[config.mk]
export PLATFORM = sky130hd
export DESIGN_NAME = icache_fetch_ctrl
export DESIGN_NICKNAME = d
export VERILOG_FILES = /design/src/hdl/icache_pkg.sv /design/src/hdl/icache_fetch_ctrl.sv /design/src/hdl/icache_apb_refill.sv
export SDC_FILE = /design/constraint.sdc
export NUM_CORES = 1
export LEC_CHECK = 0
export ABC_AREA = 1
export BUFFER_PORTS_ARGS = -buffer_cell sky130_fd_sc_hd__buf_4
export CORE_AREA = 8 8 322 324
export DETAILED_ROUTE_END_ITERATION = 10
export DIE_AREA = 0 0 330 332
export SLEW_MARGIN = 5
export SYNTH_ARGS = -nofsm -noshare
export SYNTH_HDL_FRONTEND = slang
export SYNTH_SLANG_ARGS = --single-unit
[constraint.sdc]
create_clock -name clk -period 3.24 [get_ports clk]
set_input_delay 0.648 -clock clk [delete_from_list [all_inputs] [get_ports clk]]
set_output_delay 0.648 -clock clk [all_outputs]
set_load 0.05 [all_outputs]
[src/hdl/icache_pkg.sv]
`default_nettype none

package icache_pkg;

	// cache geometry, top level takes these as parameter defaults
	localparam int ICACHE_WAYS = 4;
	localparam int ICACHE_SETS = 64;

	localparam int INDEX_W = 6;
	localparam int OFFSET_W = 4;
	localparam int TAG_W = 22;
	localparam int WORDS_PER_LINE = 4;

	// fetch address split into cache fields
	typedef struct packed {
		logic [TAG_W-1:0]   tag;
		logic [INDEX_W-1:0] index;
		logic [1:0]         word;
		logic [1:0]         byte_ofs;
	} icache_addr_fields_t;

	typedef union packed {
		logic [31:0]         raw;
		icache_addr_fields_t f;
	} icache_addr_u;

	// word 0 sits in the low bits, as it comes from the line base
	typedef logic [WORDS_PER_LINE-1:0][31:0] icache_line_t;

	typedef struct packed {
		logic                   hit;
		logic [ICACHE_WAYS-1:0] hit_way;
		logic [ICACHE_WAYS-1:0] victim_way;
		logic [INDEX_W-1:0]     index;
		logic [1:0]             word;
		logic [TAG_W-1:0]       tag;
	} icache_lookup_t;

	typedef struct packed {
		logic [31:0] inst;
		logic        valid;
	} icache_rsp_t;

	typedef struct packed {
		logic [ICACHE_WAYS-1:0] way;
		logic [INDEX_W-1:0]     index;
		logic [TAG_W-1:0]       tag;
		icache_line_t           line;
	} icache_fill_t;

endpackage

`default_nettype wire
[src/hdl/icache_fetch_ctrl.sv]
`default_nettype none

module icache_fetch_ctrl import icache_pkg::*; (
	input  logic           clk,
	input  logic           rst,
	input  logic           flush,
	input  logic           req_valid,
	input  icache_addr_u   req_addr,
	output logic           req_ready,
	output icache_rsp_t    rsp,
	input  logic           rsp_ready,
	input  icache_lookup_t lookup,
	input  icache_line_t   lines [ICACHE_WAYS],
	output logic           lookup_en,
	output icache_fill_t   fill,
	output logic           fill_en,
	output logic           psel,
	output logic           penable,
	output logic [31:0]    paddr,
	output logic           pwrite,
	input  logic [31:0]    prdata,
	input  logic           pready,
	input  logic           pslverr
);

	localparam logic [1:0] CTRL_IDLE = 2'd0;
	localparam logic [1:0] CTRL_REFILL = 2'd1;
	localparam logic [1:0] CTRL_ANSWER = 2'd2;

	logic [1:0] state;
	logic stage_valid;
	logic miss_live;
	logic rsp_valid_q;
	logic [31:0] rsp_inst_q;
	logic rsp_free, hit_adv, miss_start, answer_now;
	logic refill_done;
	icache_line_t refill_line, hit_line;
	icache_addr_u refill_addr;

	assign rsp_free = !rsp_valid_q || rsp_ready;
	assign hit_adv = stage_valid && lookup.hit && rsp_free;
	assign miss_start = stage_valid && !lookup.hit && !flush;
	// the refill word waits here while decode holds the previous one
	assign answer_now = ((state == CTRL_REFILL && refill_done) || state == CTRL_ANSWER) &&
		rsp_free;
	assign req_ready = (state == CTRL_IDLE) && rsp_free && !(stage_valid && !lookup.hit);
	assign lookup_en = req_valid && req_ready;
	assign rsp = '{inst: rsp_inst_q, valid: rsp_valid_q};

	// line from the hit way
	always_comb begin
		hit_line = '0;
		for (int w = 0; w < ICACHE_WAYS; w++) begin
			if (lookup.hit_way[w]) begin
				hit_line = hit_line | lines[w];
			end
		end
	end

	always_comb begin
		refill_addr = '0;
		refill_addr.f.tag = lookup.tag;
		refill_addr.f.index = lookup.index;
	end

	assign fill = '{way: lookup.victim_way, index: lookup.index, tag: lookup.tag,
		line: refill_line};
	assign fill_en = refill_done;

	always_ff @(posedge clk) begin
		if (rst) begin
			state <= CTRL_IDLE;
			stage_valid <= 1'b0;
			miss_live <= 1'b0;
			rsp_valid_q <= 1'b0;
		end else begin
			if (lookup_en) begin
				stage_valid <= 1'b1;
			end else if (flush || (stage_valid && (!lookup.hit || rsp_free))) begin
				stage_valid <= 1'b0;
			end
			case (state)
				CTRL_IDLE: if (miss_start) state <= CTRL_REFILL;
				CTRL_REFILL: if (refill_done) state <= rsp_free ? CTRL_IDLE : CTRL_ANSWER;
				CTRL_ANSWER: if (rsp_free) state <= CTRL_IDLE;
				default: state <= CTRL_IDLE;
			endcase
			// a flushed miss still fills, but gives no answer
			if (miss_start) begin
				miss_live <= 1'b1;
			end else if (flush || answer_now) begin
				miss_live <= 1'b0;
			end
			if (flush) begin
				rsp_valid_q <= 1'b0;
			end else if (hit_adv) begin
				rsp_valid_q <= 1'b1;
			end else if (answer_now) begin
				rsp_valid_q <= miss_live;
			end else if (rsp_ready) begin
				rsp_valid_q <= 1'b0;
			end
		end
	end

	always_ff @(posedge clk) begin
		if (hit_adv) begin
			rsp_inst_q <= hit_line[lookup.word];
		end else if (answer_now) begin
			rsp_inst_q <= refill_line[lookup.word];
		end
	end

	icache_apb_refill i_refill (
		.clk(clk),
		.rst(rst),
		.start(miss_start),
		.line_addr(refill_addr),
		.done(refill_done),
		.line(refill_line),
		.psel(psel),
		.penable(penable),
		.paddr(paddr),
		.pwrite(pwrite),
		.prdata(prdata),
		.pready(pready),
		.pslverr(pslverr)
	);

endmodule

`default_nettype wire

[src/hdl/icache_apb_refill.sv]
`default_nettype none

module icache_apb_refill import icache_pkg::*; (
	input  logic         clk,
	input  logic         rst,
	input  logic         start,
	input  icache_addr_u line_addr,
	output logic         done,
	output icache_line_t line,
	output logic         psel,
	output logic         penable,
	output logic [31:0]  paddr,
	output logic         pwrite,
	input  logic [31:0]  prdata,
	input  logic         pready,
	input  logic         pslverr
);

	localparam int CNT_W = $clog2(WORDS_PER_LINE);

	localparam logic [1:0] ST_IDLE = 2'd0;
	localparam logic [1:0] ST_SETUP = 2'd1;
	localparam logic [1:0] ST_ACCESS = 2'd2;

	logic [1:0] state;
	logic [CNT_W-1:0] word_cnt;
	logic [31-OFFSET_W:0] base;
	logic last_word;

	assign psel = (state != ST_IDLE);
	assign penable = (state == ST_ACCESS);
	assign pwrite = 1'b0;
	assign paddr = {base, word_cnt, 2'b00};
	assign last_word = (word_cnt == CNT_W'(WORDS_PER_LINE - 1));

	always_ff @(posedge clk) begin
		if (rst) begin
			state <= ST_IDLE;
			word_cnt <= '0;
			done <= 1'b0;
		end else begin
			done <= 1'b0;
			case (state)
				ST_IDLE: begin
					if (start) begin
						word_cnt <= '0;
						state <= ST_SETUP;
					end
				end
				ST_SETUP: state <= ST_ACCESS;
				ST_ACCESS: begin
					if (pready) begin
						if (last_word) begin
							state <= ST_IDLE;
							done <= 1'b1;
						end else begin
							word_cnt <= word_cnt + 1'b1;
							state <= ST_SETUP;
						end
					end
				end
				default: state <= ST_IDLE;
			endcase
		end
	end

	// line base and collected words
	always_ff @(posedge clk) begin
		if (state == ST_IDLE && start) begin
			base <= line_addr.raw[31:OFFSET_W];
		end
		if (state == ST_ACCESS && pready) begin
			line[word_cnt] <= prdata;
		end
	end

endmodule

`default_nettype wire

==> results.sh, run 1 <==
export IMPL_status="complete, no violations"
export IMPL_cp_start_kind="flip-flop"
export IMPL_port_buffers=808
export IMPL_synth_seq_cells=198
export IMPL_yosysTopAreaCell="sky130_fd_sc_hd__edfxtp_1"
export IMPL_num_io_pins=853
export IMPL_detail_route_iter0_violations=930
export IMPL_synth_distinct_cells=23
export IMPL_timing_rr_end="rsp_inst_q[14]$_DFFE_PP_"
export IMPL_first_global_vias=15000
export IMPL_syn2layout_area_growth_pct=65.1
export IMPL_worst_hold_path_cell_count=1
export IMPL_dr_total_vias=14800
export IMPL_cp_required_ns=2.59
export IMPL_post_synth_arst_share_pct=0
export IMPL_synth_xor_area_share_pct=0
export IMPL_min_delay_worst_endpoint="i_refill.base[6]$_DFFE_PP_"
export IMPL_first_pass_iteration_count_of_the_detailed_router=5
export IMPL_dieWidth_microns=330
export IMPL_cts_inserted_buffers=17
export IMPL_setup_violations=0
export IMPL_global_route_overflow_total=0
export IMPL_drt_antenna_violating_nets=0
export IMPL_setup_slack_reg_to_reg_ns=0.98
export IMPL_floorplan_core_area_sq_um=99000
export IMPL_post_synth_edffs=188
export IMPL_worst_ir_drop_vdd_uv=336
export IMPL_grt_start_max_net_pins=60
export IMPL_starting_utilization_of_the_core_area_pct=12.6
export IMPL_ys_dominant_reg_cell="sky130_fd_sc_hd__edfxtp_1"
export IMPL_max_slew_margin_rel_pct=36.9
export IMPL_synth_most_common_cell="sky130_fd_sc_hd__nand2_1"
export IMPL_netlist_area_sq_um=12500
export IMPL_clock_pin_slew_on_the_worst_setup_and_hold_paths_ns=0.09
export IMPL_clock_sink_count=198
export IMPL_tns_ns=0
export IMPL_grt_usage_pct=17.8
export IMPL_synth_area_top_cells="sky130_fd_sc_hd__edfxtp_1 (45%), sky130_fd_sc_hd__nand2_1 (22%), sky130_fd_sc_hd__nand3_1 (5.2%), sky130_fd_sc_hd__a21oi_1 (4.5%), sky130_fd_sc_hd__inv_1 (4.5%)"
export IMPL_drt_drc_violations_left=0
export IMPL_synth_area_per_cell_sq_um=7.24
export IMPL_route_detailed_wl_per_inst_microns=27.1
export IMPL_cts_root_buffer_cell="sky130_fd_sc_hd__clkbuf_16"
export IMPL_num_rows=116
export IMPL_timing_final_crit_share_pct=74.0
export IMPL_synth_top_cell_area_share_pct=45.2
export IMPL_fin_nets=3083
export IMPL_synth_adder_area_share_pct=0.401
export IMPL_synth_top_family_by_area="simple AND/OR/NAND/NOR gates"
export IMPL_post_cts_resized=0
export IMPL_vias_per_cell=3.90
export IMPL_ys_warnings_count=0
export IMPL_timing_clock_skew_ns=0.0240
export IMPL_share_of_the_yosys_chip_area_belonging_to_registers_pct=46.8
export IMPL_final_layout_size_suffix_gt1_share_pct=37.0
export IMPL_hold_path_class="in -> reg"
export IMPL_cts_tree="done"
export IMPL_worst_pin_slew_ns=0.944
export IMPL_synth_area_mux_share_pct=0
export IMPL_critical_path_arrival_ns=1.75
export IMPL_design_die_area_sq_um=110000
export IMPL_fin_ws_ns=0.843
export IMPL_fillers=11200
export IMPL_htree_levels=4
export IMPL_die_h_microns=332
export IMPL_antenna_violations_before_repair=44
export IMPL_final_hold_violation_count=0
export IMPL_clock_insertion_delay_worst_skew_ns=0.47
export IMPL_synth_common_cells="sky130_fd_sc_hd__nand2_1 (721), sky130_fd_sc_hd__edfxtp_1 (188), sky130_fd_sc_hd__inv_1 (149)"
export IMPL_synthSimpleGateAreaFrac_pct=31.3
export IMPL_cts_buffer_depth=2
export IMPL_gp_congestion=0.823
export IMPL_placement_setup_worst_slack_ns=0.387
export IMPL_rsz0062_at_grt="false"
export IMPL_period_minus_slack_ns=2.40
export IMPL_final_max_slew_violation_count=0
export IMPL_r2r_start="stage_valid$_SDFFE_PP0P_"
export IMPL_global_route_wire_length_before_repair_microns=132000
export IMPL_worst_r2r_path_depth=5
export IMPL_synthesis_instances=1723
export IMPL_synth_compound_area_share_pct=10.5
export IMPL_post_cts_buffers=0
export IMPL_timing_worst_setup_path_type="reg -> out"
export IMPL_timing_critical_path_fanout_max=5
export IMPL_hold_buffers=0
export IMPL_worstSetupEndpointType="output port"
export IMPL_totalWireLength_microns=103000
export IMPL_timing_max_cap_violations=0
export IMPL_dpl_hpwl_microns=88000
export IMPL_cellPowerDensity_nw_per_um2=345
export IMPL_max_freq_mhz=417
export IMPL_power_total_w=0.00710
export IMPL_static_leakage_power_nw=9.95
export IMPL_hold_path_startpoint="lookup[0]"
cell type report:
| class | count | area (sq um) | area share, % |
|---|---|---|---|
| Antenna cell | 23 | 57.6 | 0.279 |
| Timing Repair Buffer | 852 | 6580 | 31.9 |
| Tap cell | 1298 | 1620 | 7.88 |
| Clock inverter | 14 | 181 | 0.880 |
| Inverter | 151 | 573 | 2.78 |
| Clock buffer | 18 | 429 | 2.08 |
| Multi-Input combinational cell | 1237 | 5320 | 25.8 |
| Sequential cell | 198 | 5850 | 28.4 |
through the flow:
| step | cells | utilization, % | cell area [sq um] | hold slack [ns] |
|---|---|---|---|---|
| final | 3791 | 20.8 | 20600 | 0.364 |
| after global routing | 3778 | 20.8 | 20600 | 0.335 |
| after CTS | 3768 | 20.8 | 20600 | 0.326 |
| after detailed placement | 3736 | 20.1 | 19900 | 0.451 |
| after global placement | 3736 | 20.1 | 19900 | 0.450 |
| after floorplan | 1725 | - | 12500 | 0.436 |
worst max path at each step:
stage                     cells past startpoint                      startpoint  slack, ns                          to
final                                         6        rsp_valid_q$_SDFFE_PP0P_       0.84                   lookup_en
after CTS                                     6        rsp_valid_q$_SDFFE_PP0P_       0.73                   lookup_en
after floorplan                               4  i_refill.state[1]$_SDFFE_PP0P_       0.04  i_refill.line[0]$_DFFE_PP_
after global routing                          6        rsp_valid_q$_SDFFE_PP0P_       0.67                   lookup_en
after global placement                       10                      lookup[37]       0.39    rsp_inst_q[30]$_DFFE_PP_
after detailed placement                     10                      lookup[37]       0.39    rsp_inst_q[30]$_DFFE_PP_
cells by family (layout without fill, tap and decap cells):
family,Yosys count,count (layout)
AO/OA/AOI/OAI,235,235
adder cells (fa/ha/maj),4,4
buffers and inverters,290,1035
flip-flops,198,198
other,1,26
AND/OR/NAND/NOR,995,995
power breakdown:
part | switching (W) | leakage, nW | total (W) | internal, W
Clock | 0.00115 | 0.296 | 0.00226 | 0.00112
Combinational | 0.00119 | 7.88 | 0.00198 | 0.000790
Sequential | 0.0000133 | 1.78 | 0.00285 | 0.00284
Total | 0.00235 | 9.95 | 0.00710 | 0.00475
layer usage:
layer | vias up | GRT usage, % | wire, microns
li1 | 7010 | - | -
met1 | 6951 | 20.2 | 39800
met2 | 710 | 30.2 | 49600
met3 | 98 | 6.93 | 10300
met4 | 30 | 5.92 | 2680
met5 | - | 0 | 182
flip-flops by register name (all words and copies together) (netlist names):
signal / count
state: 2
miss_live: 1
rsp_valid_q: 1
i_refill.state: 2
rsp_inst_q: 32
i_refill.base: 28
i_refill.line: 128
i_refill.word_cnt: 2
stage_valid: 1
i_refill.done: 1
critical path, cell delays in order (launching register included):
cell	delay, ns
sky130_fd_sc_hd__dfxtp_1	0.35
sky130_fd_sc_hd__inv_1	0.04
sky130_fd_sc_hd__nor2_1	0.37
sky130_fd_sc_hd__nor2_1	0.14
sky130_fd_sc_hd__nand2_1	0.13
sky130_fd_sc_hd__inv_1	0.07
sky130_fd_sc_hd__buf_4	0.20
layout by cell type, fill, tap and decap left out, drive strengths merged, types with 2 or more instances in the layout:
cell,count
nor2,140
dfxtp,10
o22ai,32
conb,3
ha,4
buf,852
nand4,2
diode,23
a21oi,136
clkinv,8
o21ai,66
inv,156
clkbuf,18
nand3,130
edfxtp,188
nand2,721
(Power assumes the default switching activity.)
==> run 2: changes to the inputs <==
Clock period 3.24 ns to 2.1 ns, I/O delays scaled along.
==> run 2 against run 1 <==
  * First-iteration DRC count up 24%
  * Via count up 3.4%
  * Non-clock buffer count up 100
  * Core utilization up 1.1 points
  * Register-to-register slack worse by 0.55 ns
  * Critical path depth up 1
  * Combinational power up 68%
  * Sequential power up 54%
  * Setup slack worse by 0.72 ns
==> results.sh, run 2 (synthesis results as in run 1) <==
export IMPL_totalWireLength_microns=104000
export IMPL_cts_root_buffer_cell="sky130_fd_sc_hd__clkbuf_16"
export IMPL_num_rows=116
export IMPL_starting_utilization_of_the_core_area_pct=12.6
export IMPL_cts_tree="done"
export IMPL_max_freq_mhz=507
export IMPL_design_die_area_sq_um=110000
export IMPL_power_switching_fraction_pct=33.4
export IMPL_num_io_pins=853
export IMPL_first_global_vias=15500
export IMPL_cts_inserted_buffers=17
export IMPL_clock_pin_slew_on_the_worst_setup_and_hold_paths_ns=0.09
export IMPL_drt_drc_violations_left=0
export IMPL_clock_insertion_delay_worst_skew_ns=0.47
export IMPL_cellPowerDensity_nw_per_um2=516
export IMPL_cp_start_kind="flip-flop"
export IMPL_worstSetupEndpointType="output port"
export IMPL_reg_largest_list="i_refill.line: 128 flops, rsp_inst_q: 32 flops, i_refill.base: 28 flops"
export IMPL_detail_route_iter0_violations=1153
export IMPL_grt_usage_pct=18.0
export IMPL_worst_hold_path_cell_count=1
export IMPL_route_detailed_wl_per_inst_microns=26.8
export IMPL_vias_per_cell=3.93
export IMPL_switching_power_w=0.00375
export IMPL_dr_total_vias=15300
export IMPL_post_route_met1_wirelength_microns=40900
export IMPL_wl_met3_microns=9810
export IMPL_top_layer="met5"
export IMPL_rsz0062_at_grt="false"
export IMPL_global_route_wire_length_before_repair_microns=135000
export IMPL_tns_ns=0
export IMPL_setup_violations=0
export IMPL_die_h_microns=332
export IMPL_power_share_combinational_pct=29.7
export IMPL_gp_congestion=0.905
export IMPL_dp_cells=3836
export IMPL_fillers=11200
export IMPL_power_report_internal_total_w=0.00746
export IMPL_syn2layout_area_growth_pct=73.8
export IMPL_timing_max_cap_violations=0
export IMPL_antenna_violations_before_repair=40
export IMPL_final_cell_mix="sky130_fd_sc_hd__buf_4 (907), sky130_fd_sc_hd__nand2_1 (719), sky130_fd_sc_hd__edfxtp_1 (188)"
export IMPL_post_cts_buffers=0
export IMPL_port_buffers=808
export IMPL_final_cell_count_no_fill=3890
export IMPL_drt_antenna_violating_nets=0
export IMPL_multi_input_comb_area_sq_um=5340
export IMPL_first_pass_iteration_count_of_the_detailed_router=5
export IMPL_timing_worst_setup_path_type="reg -> out"
export IMPL_sequential_power_share_pct=39.3
export IMPL_mostFrequentLayoutCell="sky130_fd_sc_hd__buf_4"
export IMPL_final_layout_size_suffix_gt1_share_pct=39.6
export IMPL_timing_critical_path_fanout_max=5
export IMPL_hold_path_class="in -> reg"
export IMPL_htree_levels=4
export IMPL_period_minus_slack_ns=1.97
export IMPL_timing_final_crit_share_pct=94.0
export IMPL_cp_required_ns=1.68
export IMPL_dieWidth_microns=330
export IMPL_status="complete, no violations"
export IMPL_global_route_overflow_total=0
export IMPL_met2_wl_microns=51500
export IMPL_static_leakage_power_nw=10.6
export IMPL_critical_path_arrival_ns=1.55
export IMPL_timing_clock_skew_ns=0.0178
export IMPL_sequential_cell_area_sq_um=5850
export IMPL_power_frac_clock_pct=31.0
export IMPL_largest_reg_flops=128
export IMPL_grt_start_max_net_pins=40
export IMPL_top_register="i_refill.line"
export IMPL_worst_ir_drop_vdd_uv=532
export IMPL_floorplan_core_area_sq_um=99000
export IMPL_dpl_hpwl_microns=91000
export IMPL_hold_ws_ns=0.134
export IMPL_fin_nets=3183
export IMPL_final_max_slew_violation_count=0
export IMPL_worst_r2r_path_depth=5
export IMPL_cts_buffer_depth=2
export IMPL_clock_sink_count=198
export IMPL_final_hold_violation_count=0
-- run 2: power groups by stage --
stage / registers (W) / clock network [W] / logic [W]
floorplan: 0.00464 / 0 / 0.00117
global placement: 0.00449 / 0 / 0.00338
detailed placement: 0.00450 / 0 / 0.00339
CTS: 0.00440 / 0.00362 / 0.00340
global route: 0.00441 / 0.00369 / 0.00359
finish: 0.00440 / 0.00348 / 0.00333
-- run 2: repair_timing --
action / 4_1_cts / 5_1_grt
gates resized for setup: 1 / 1
setup endpoints to repair: 1 / 1
pin swaps: 0 / 0
hold buffers: 0 / 0
-- run 2: cell type report --
class,count,share of cell area (%)
clock inverter,15,0.836
timing repair buffer,952,35.3
sequential,198,26.9
tap,1298,7.49
antenna,22,0.254
clock buffer,17,1.96
multi-input combinational,1237,24.6
inverter,151,2.64
-- run 2: metal layers --
metal	global-route usage [%]	vias to the layer above
met5	0	-
met4	4.41	20
met3	6.41	96
met2	31.6	721
met1	20.8	7261
li1	-	7207
-- run 2: worst max-delay path, stage by stage, from the launching register on --
cell and delay (ns):
sky130_fd_sc_hd__dfxtp_1 0.33, sky130_fd_sc_hd__inv_1 0.05, sky130_fd_sc_hd__nor2_1 0.03, sky130_fd_sc_hd__buf_4 0.15
sky130_fd_sc_hd__nor2_2 0.15, sky130_fd_sc_hd__nand2_2 0.11, sky130_fd_sc_hd__inv_1 0.09, sky130_fd_sc_hd__buf_6 0.17
-- run 2: path summary, 6_finish.rpt --
kind | startpoint | endpoint | slack, ns
max | rsp_valid_q$_SDFFE_PP0P_ | lookup_en | 0.13
min | lookup[3] | i_refill.base[9]$_DFFE_PP_ | 0.13
max reg2reg | i_refill.state[1]$_SDFFE_PP0P_ | i_refill.line[115]$_DFFE_PP_ | 0.43
min reg2reg | miss_live$_SDFFE_PP0P_ | miss_live$_SDFFE_PP0P_ | 0.47
-- run 2: stage by stage --
stage / power (W) / area (sq um) / util (%) / setup WS (ns)
6_report: 0.0112 / 21700 / 21.9 / 0.126
5_1_grt: 0.0117 / 21700 / 21.9 / 0.0246
4_1_cts: 0.0114 / 21600 / 21.9 / 0.0270
3_5_place_dp: 0.00788 / 21000 / 21.2 / 0.0162
3_3_place_gp: 0.00787 / 21000 / 21.2 / 0.00756
2_1_floorplan: 0.00582 / 12500 / - / 0.0914
==> run 3: changes to the inputs <==
Settings changed: CORE_AREA 8 8 322 324 to 8 8 323 325, DIE_AREA 0 0 330 332 to 0 0 331 333, HOLD_SLACK_MARGIN set to 0.02, SYNTH_HIERARCHICAL set to 1.
==> run 3 against run 2 <==
  * Global-route usage up 0.14 points
  * Count of clock-buffer cells in the layout unchanged
  * Fmax up 0.29%
  * Die area is 0.61% higher
  * Combinational power about the same
  * First-iteration DRC count fell by 26%
  * Core utilization is essentially flat
  * Hold slack improved by 0.0081 ns
  * Sequential share of layout area decreased by 0.080 points
  * Critical path type unchanged
  * Critical endpoint unchanged
  * Highest routed layer unchanged
==> results.sh, run 3 <==
export IMPL_num_io_pins=853
export IMPL_ys_warnings_count=6
export IMPL_timing_critical_path_fanout_max=4
export IMPL_final_hold_violation_count=0
export IMPL_grt_usage_pct=18.2
export IMPL_worstSetupEndpointType="output port"
export IMPL_worst_ir_drop_vdd_uv=548
export IMPL_clock_sink_count=198
export IMPL_cp_start_kind="flip-flop"
export IMPL_hold_ws_ns=0.142
export IMPL_timing_rr_end="i_refill/line[13]$_DFFE_PP_"
export IMPL_cellPowerDensity_nw_per_um2=524
export IMPL_cp_required_ns=1.68
export IMPL_worst_r2r_path_depth=5
export IMPL_largest_reg_flops=128
export IMPL_first_global_vias=15500
export IMPL_hold_path_startpoint="prdata[28]"
export IMPL_design_die_area_sq_um=110000
export IMPL_global_route_overflow_total=0
export IMPL_cts_root_buffer_cell="sky130_fd_sc_hd__clkbuf_16"
export IMPL_final_layout_size_suffix_gt1_share_pct=40.4
export IMPL_fillers=11200
export IMPL_setup_slack_reg_to_reg_ns=0.58
export IMPL_fin_nets=3191
export IMPL_vias_per_cell=3.93
export IMPL_crit_path_top_delay_cell="sky130_fd_sc_hd__dfxtp_1"
export IMPL_max_freq_mhz=508
export IMPL_synth_area_per_cell_sq_um=7.28
export IMPL_drt_antenna_violating_nets=0
export IMPL_clock_pin_slew_on_the_worst_setup_and_hold_paths_ns=0.10
export IMPL_top_register="i_refill/line"
export IMPL_timing_max_cap_violations=0
export IMPL_drt_drc_violations_left=0
export IMPL_setup_violations=0
export IMPL_post_cts_buffers=0
export IMPL_final_max_slew_violation_count=0
export IMPL_timing_worst_setup_path_type="reg -> out"
export IMPL_starting_utilization_of_the_core_area_pct=12.6
export IMPL_num_rows=116
export IMPL_gp_congestion=0.923
export IMPL_clock_insertion_delay_worst_skew_ns=0.48
export IMPL_multi_input_comb_area_sq_um=5390
export IMPL_tns_ns=0
export IMPL_route_detailed_wl_per_inst_microns=27.3
export IMPL_htree_levels=4
export IMPL_cts_buffer_depth=2
export IMPL_totalWireLength_microns=106000
export IMPL_timing_critical_path_slowest_cell_delay_ns=0.34
export IMPL_port_buffers=808
export IMPL_synthesis_instances=1725
export IMPL_timing_clock_skew_ns=0.0295
export IMPL_sequential_cell_area_sq_um=5850
export IMPL_floorplan_core_area_sq_um=99300
export IMPL_final_core_util_pct=21.9
export IMPL_timing_final_crit_share_pct=93.7
export IMPL_final_cell_mix="sky130_fd_sc_hd__buf_4 (918), sky130_fd_sc_hd__nand2_1 (717), sky130_fd_sc_hd__edfxtp_1 (188)"
export IMPL_antenna_violations_before_repair=45
export IMPL_period_minus_slack_ns=1.97
export IMPL_static_leakage_power_nw=10.6
export IMPL_reg_largest_list="i_refill/line: 128 flops, rsp_inst_q: 32 flops, i_refill/base: 28 flops"
export IMPL_global_route_wire_length_before_repair_microns=136000
export IMPL_netlist_area_sq_um=12600
export IMPL_syn2layout_area_growth_pct=73.4
export IMPL_detail_route_iter0_violations=851
export IMPL_dpl_hpwl_microns=92700
export IMPL_r2r_start="i_refill/state[1]$_SDFFE_PP0P_"
export IMPL_critical_path_arrival_ns=1.55
export IMPL_hold_path_class="in -> reg"
export IMPL_worst_hold_path_cell_count=1
export IMPL_critical_path_cell_chain="nor2_1 -> nand2_1 -> nor2_2 -> nand2_2 -> inv_1 -> buf_6"
export IMPL_rsz0062_at_grt="false"
export IMPL_first_pass_iteration_count_of_the_detailed_router=7
export IMPL_mostFrequentLayoutCell="sky130_fd_sc_hd__buf_4"
export IMPL_dr_total_vias=15300
export IMPL_min_delay_worst_endpoint="i_refill/line[28]$_DFFE_PP_"
export IMPL_status="complete, no violations"
export IMPL_cts_inserted_buffers=17
export IMPL_grt_start_max_net_pins=51
export IMPL_die_h_microns=333
export IMPL_cts_tree="done"
export IMPL_dieWidth_microns=331
export IMPL_power_total_w=0.0114
==> run 3: critical path: cells and delay by family (launching register included) <==
| kind | cells | cell delay [ns] |
|---|---|---|
| simple gates | 4 | 0.51 |
| flops | 1 | 0.34 |
| buf+inv | 2 | 0.26 |
==> run 3: worst max-delay path by stage <==
stage / endpoint / slack, ns / startpoint
4_1_cts: lookup_en / 0.008 / state[0]$_SDFFE_PP0P_
2_1_floorplan: i_refill/line[0]$_DFFE_PP_ / 0.01 / i_refill/word_cnt[0]$_SDFFE_PP0P_
3_5_place_dp: rsp_inst_q[24]$_DFFE_PP_ / -0.19 / lookup[35]
5_1_grt: lookup_en / 0.002 / state[0]$_SDFFE_PP0P_
3_3_place_gp: rsp_inst_q[24]$_DFFE_PP_ / -0.20 / lookup[35]
6_report: lookup_en / 0.13 / state[0]$_SDFFE_PP0P_
==> run 3: report_power, final <==
group | switching [W] | total, W | internal, W
Clock | 0.00197 | 0.00366 | 0.00168
Combinational | 0.00190 | 0.00334 | 0.00144
Sequential | 0.0000181 | 0.00440 | 0.00438
==> run 3: cell type report <==
| cell class | count | share of cell area [%] |
|---|---|---|
| diodes | 17 | 0.195 |
| clock inverters | 15 | 1.00 |
| flip-flops and latches | 198 | 26.9 |
| clock buffers | 17 | 1.95 |
| repair buffers | 958 | 35.1 |
| inverters | 151 | 2.64 |
| multi-input cells | 1239 | 24.8 |
| well taps | 1298 | 7.46 |
==> run 3: layer usage <==
metal | GRT usage [%] | vias up | share of wire, %
met5 | 0 | - | 0.17
met1 | 22.1 | 7287 | 41
met3 | 6.25 | 85 | 9.1
met2 | 31.1 | 689 | 48
met4 | 3.43 | 28 | 1.5
li1 | - | 7211 | -
==> run 3: timing repair <==
action                                  CTS  global route
endpoints found under the setup margin    1             1
pin swaps                                 0             0
hold buffers                              0             0
resized for setup                         1             1
==> run 3: per-stage QoR <==
step	cells	cell area, sq um	setup WS, ns
2_1_floorplan	1727	12600	0.0106
3_3_place_gp	3844	21100	-0.205
3_5_place_dp	3844	21100	-0.194
4_1_cts	3876	21700	0.00794
5_1_grt	3887	21700	0.00159
6_report	3893	21800	0.132
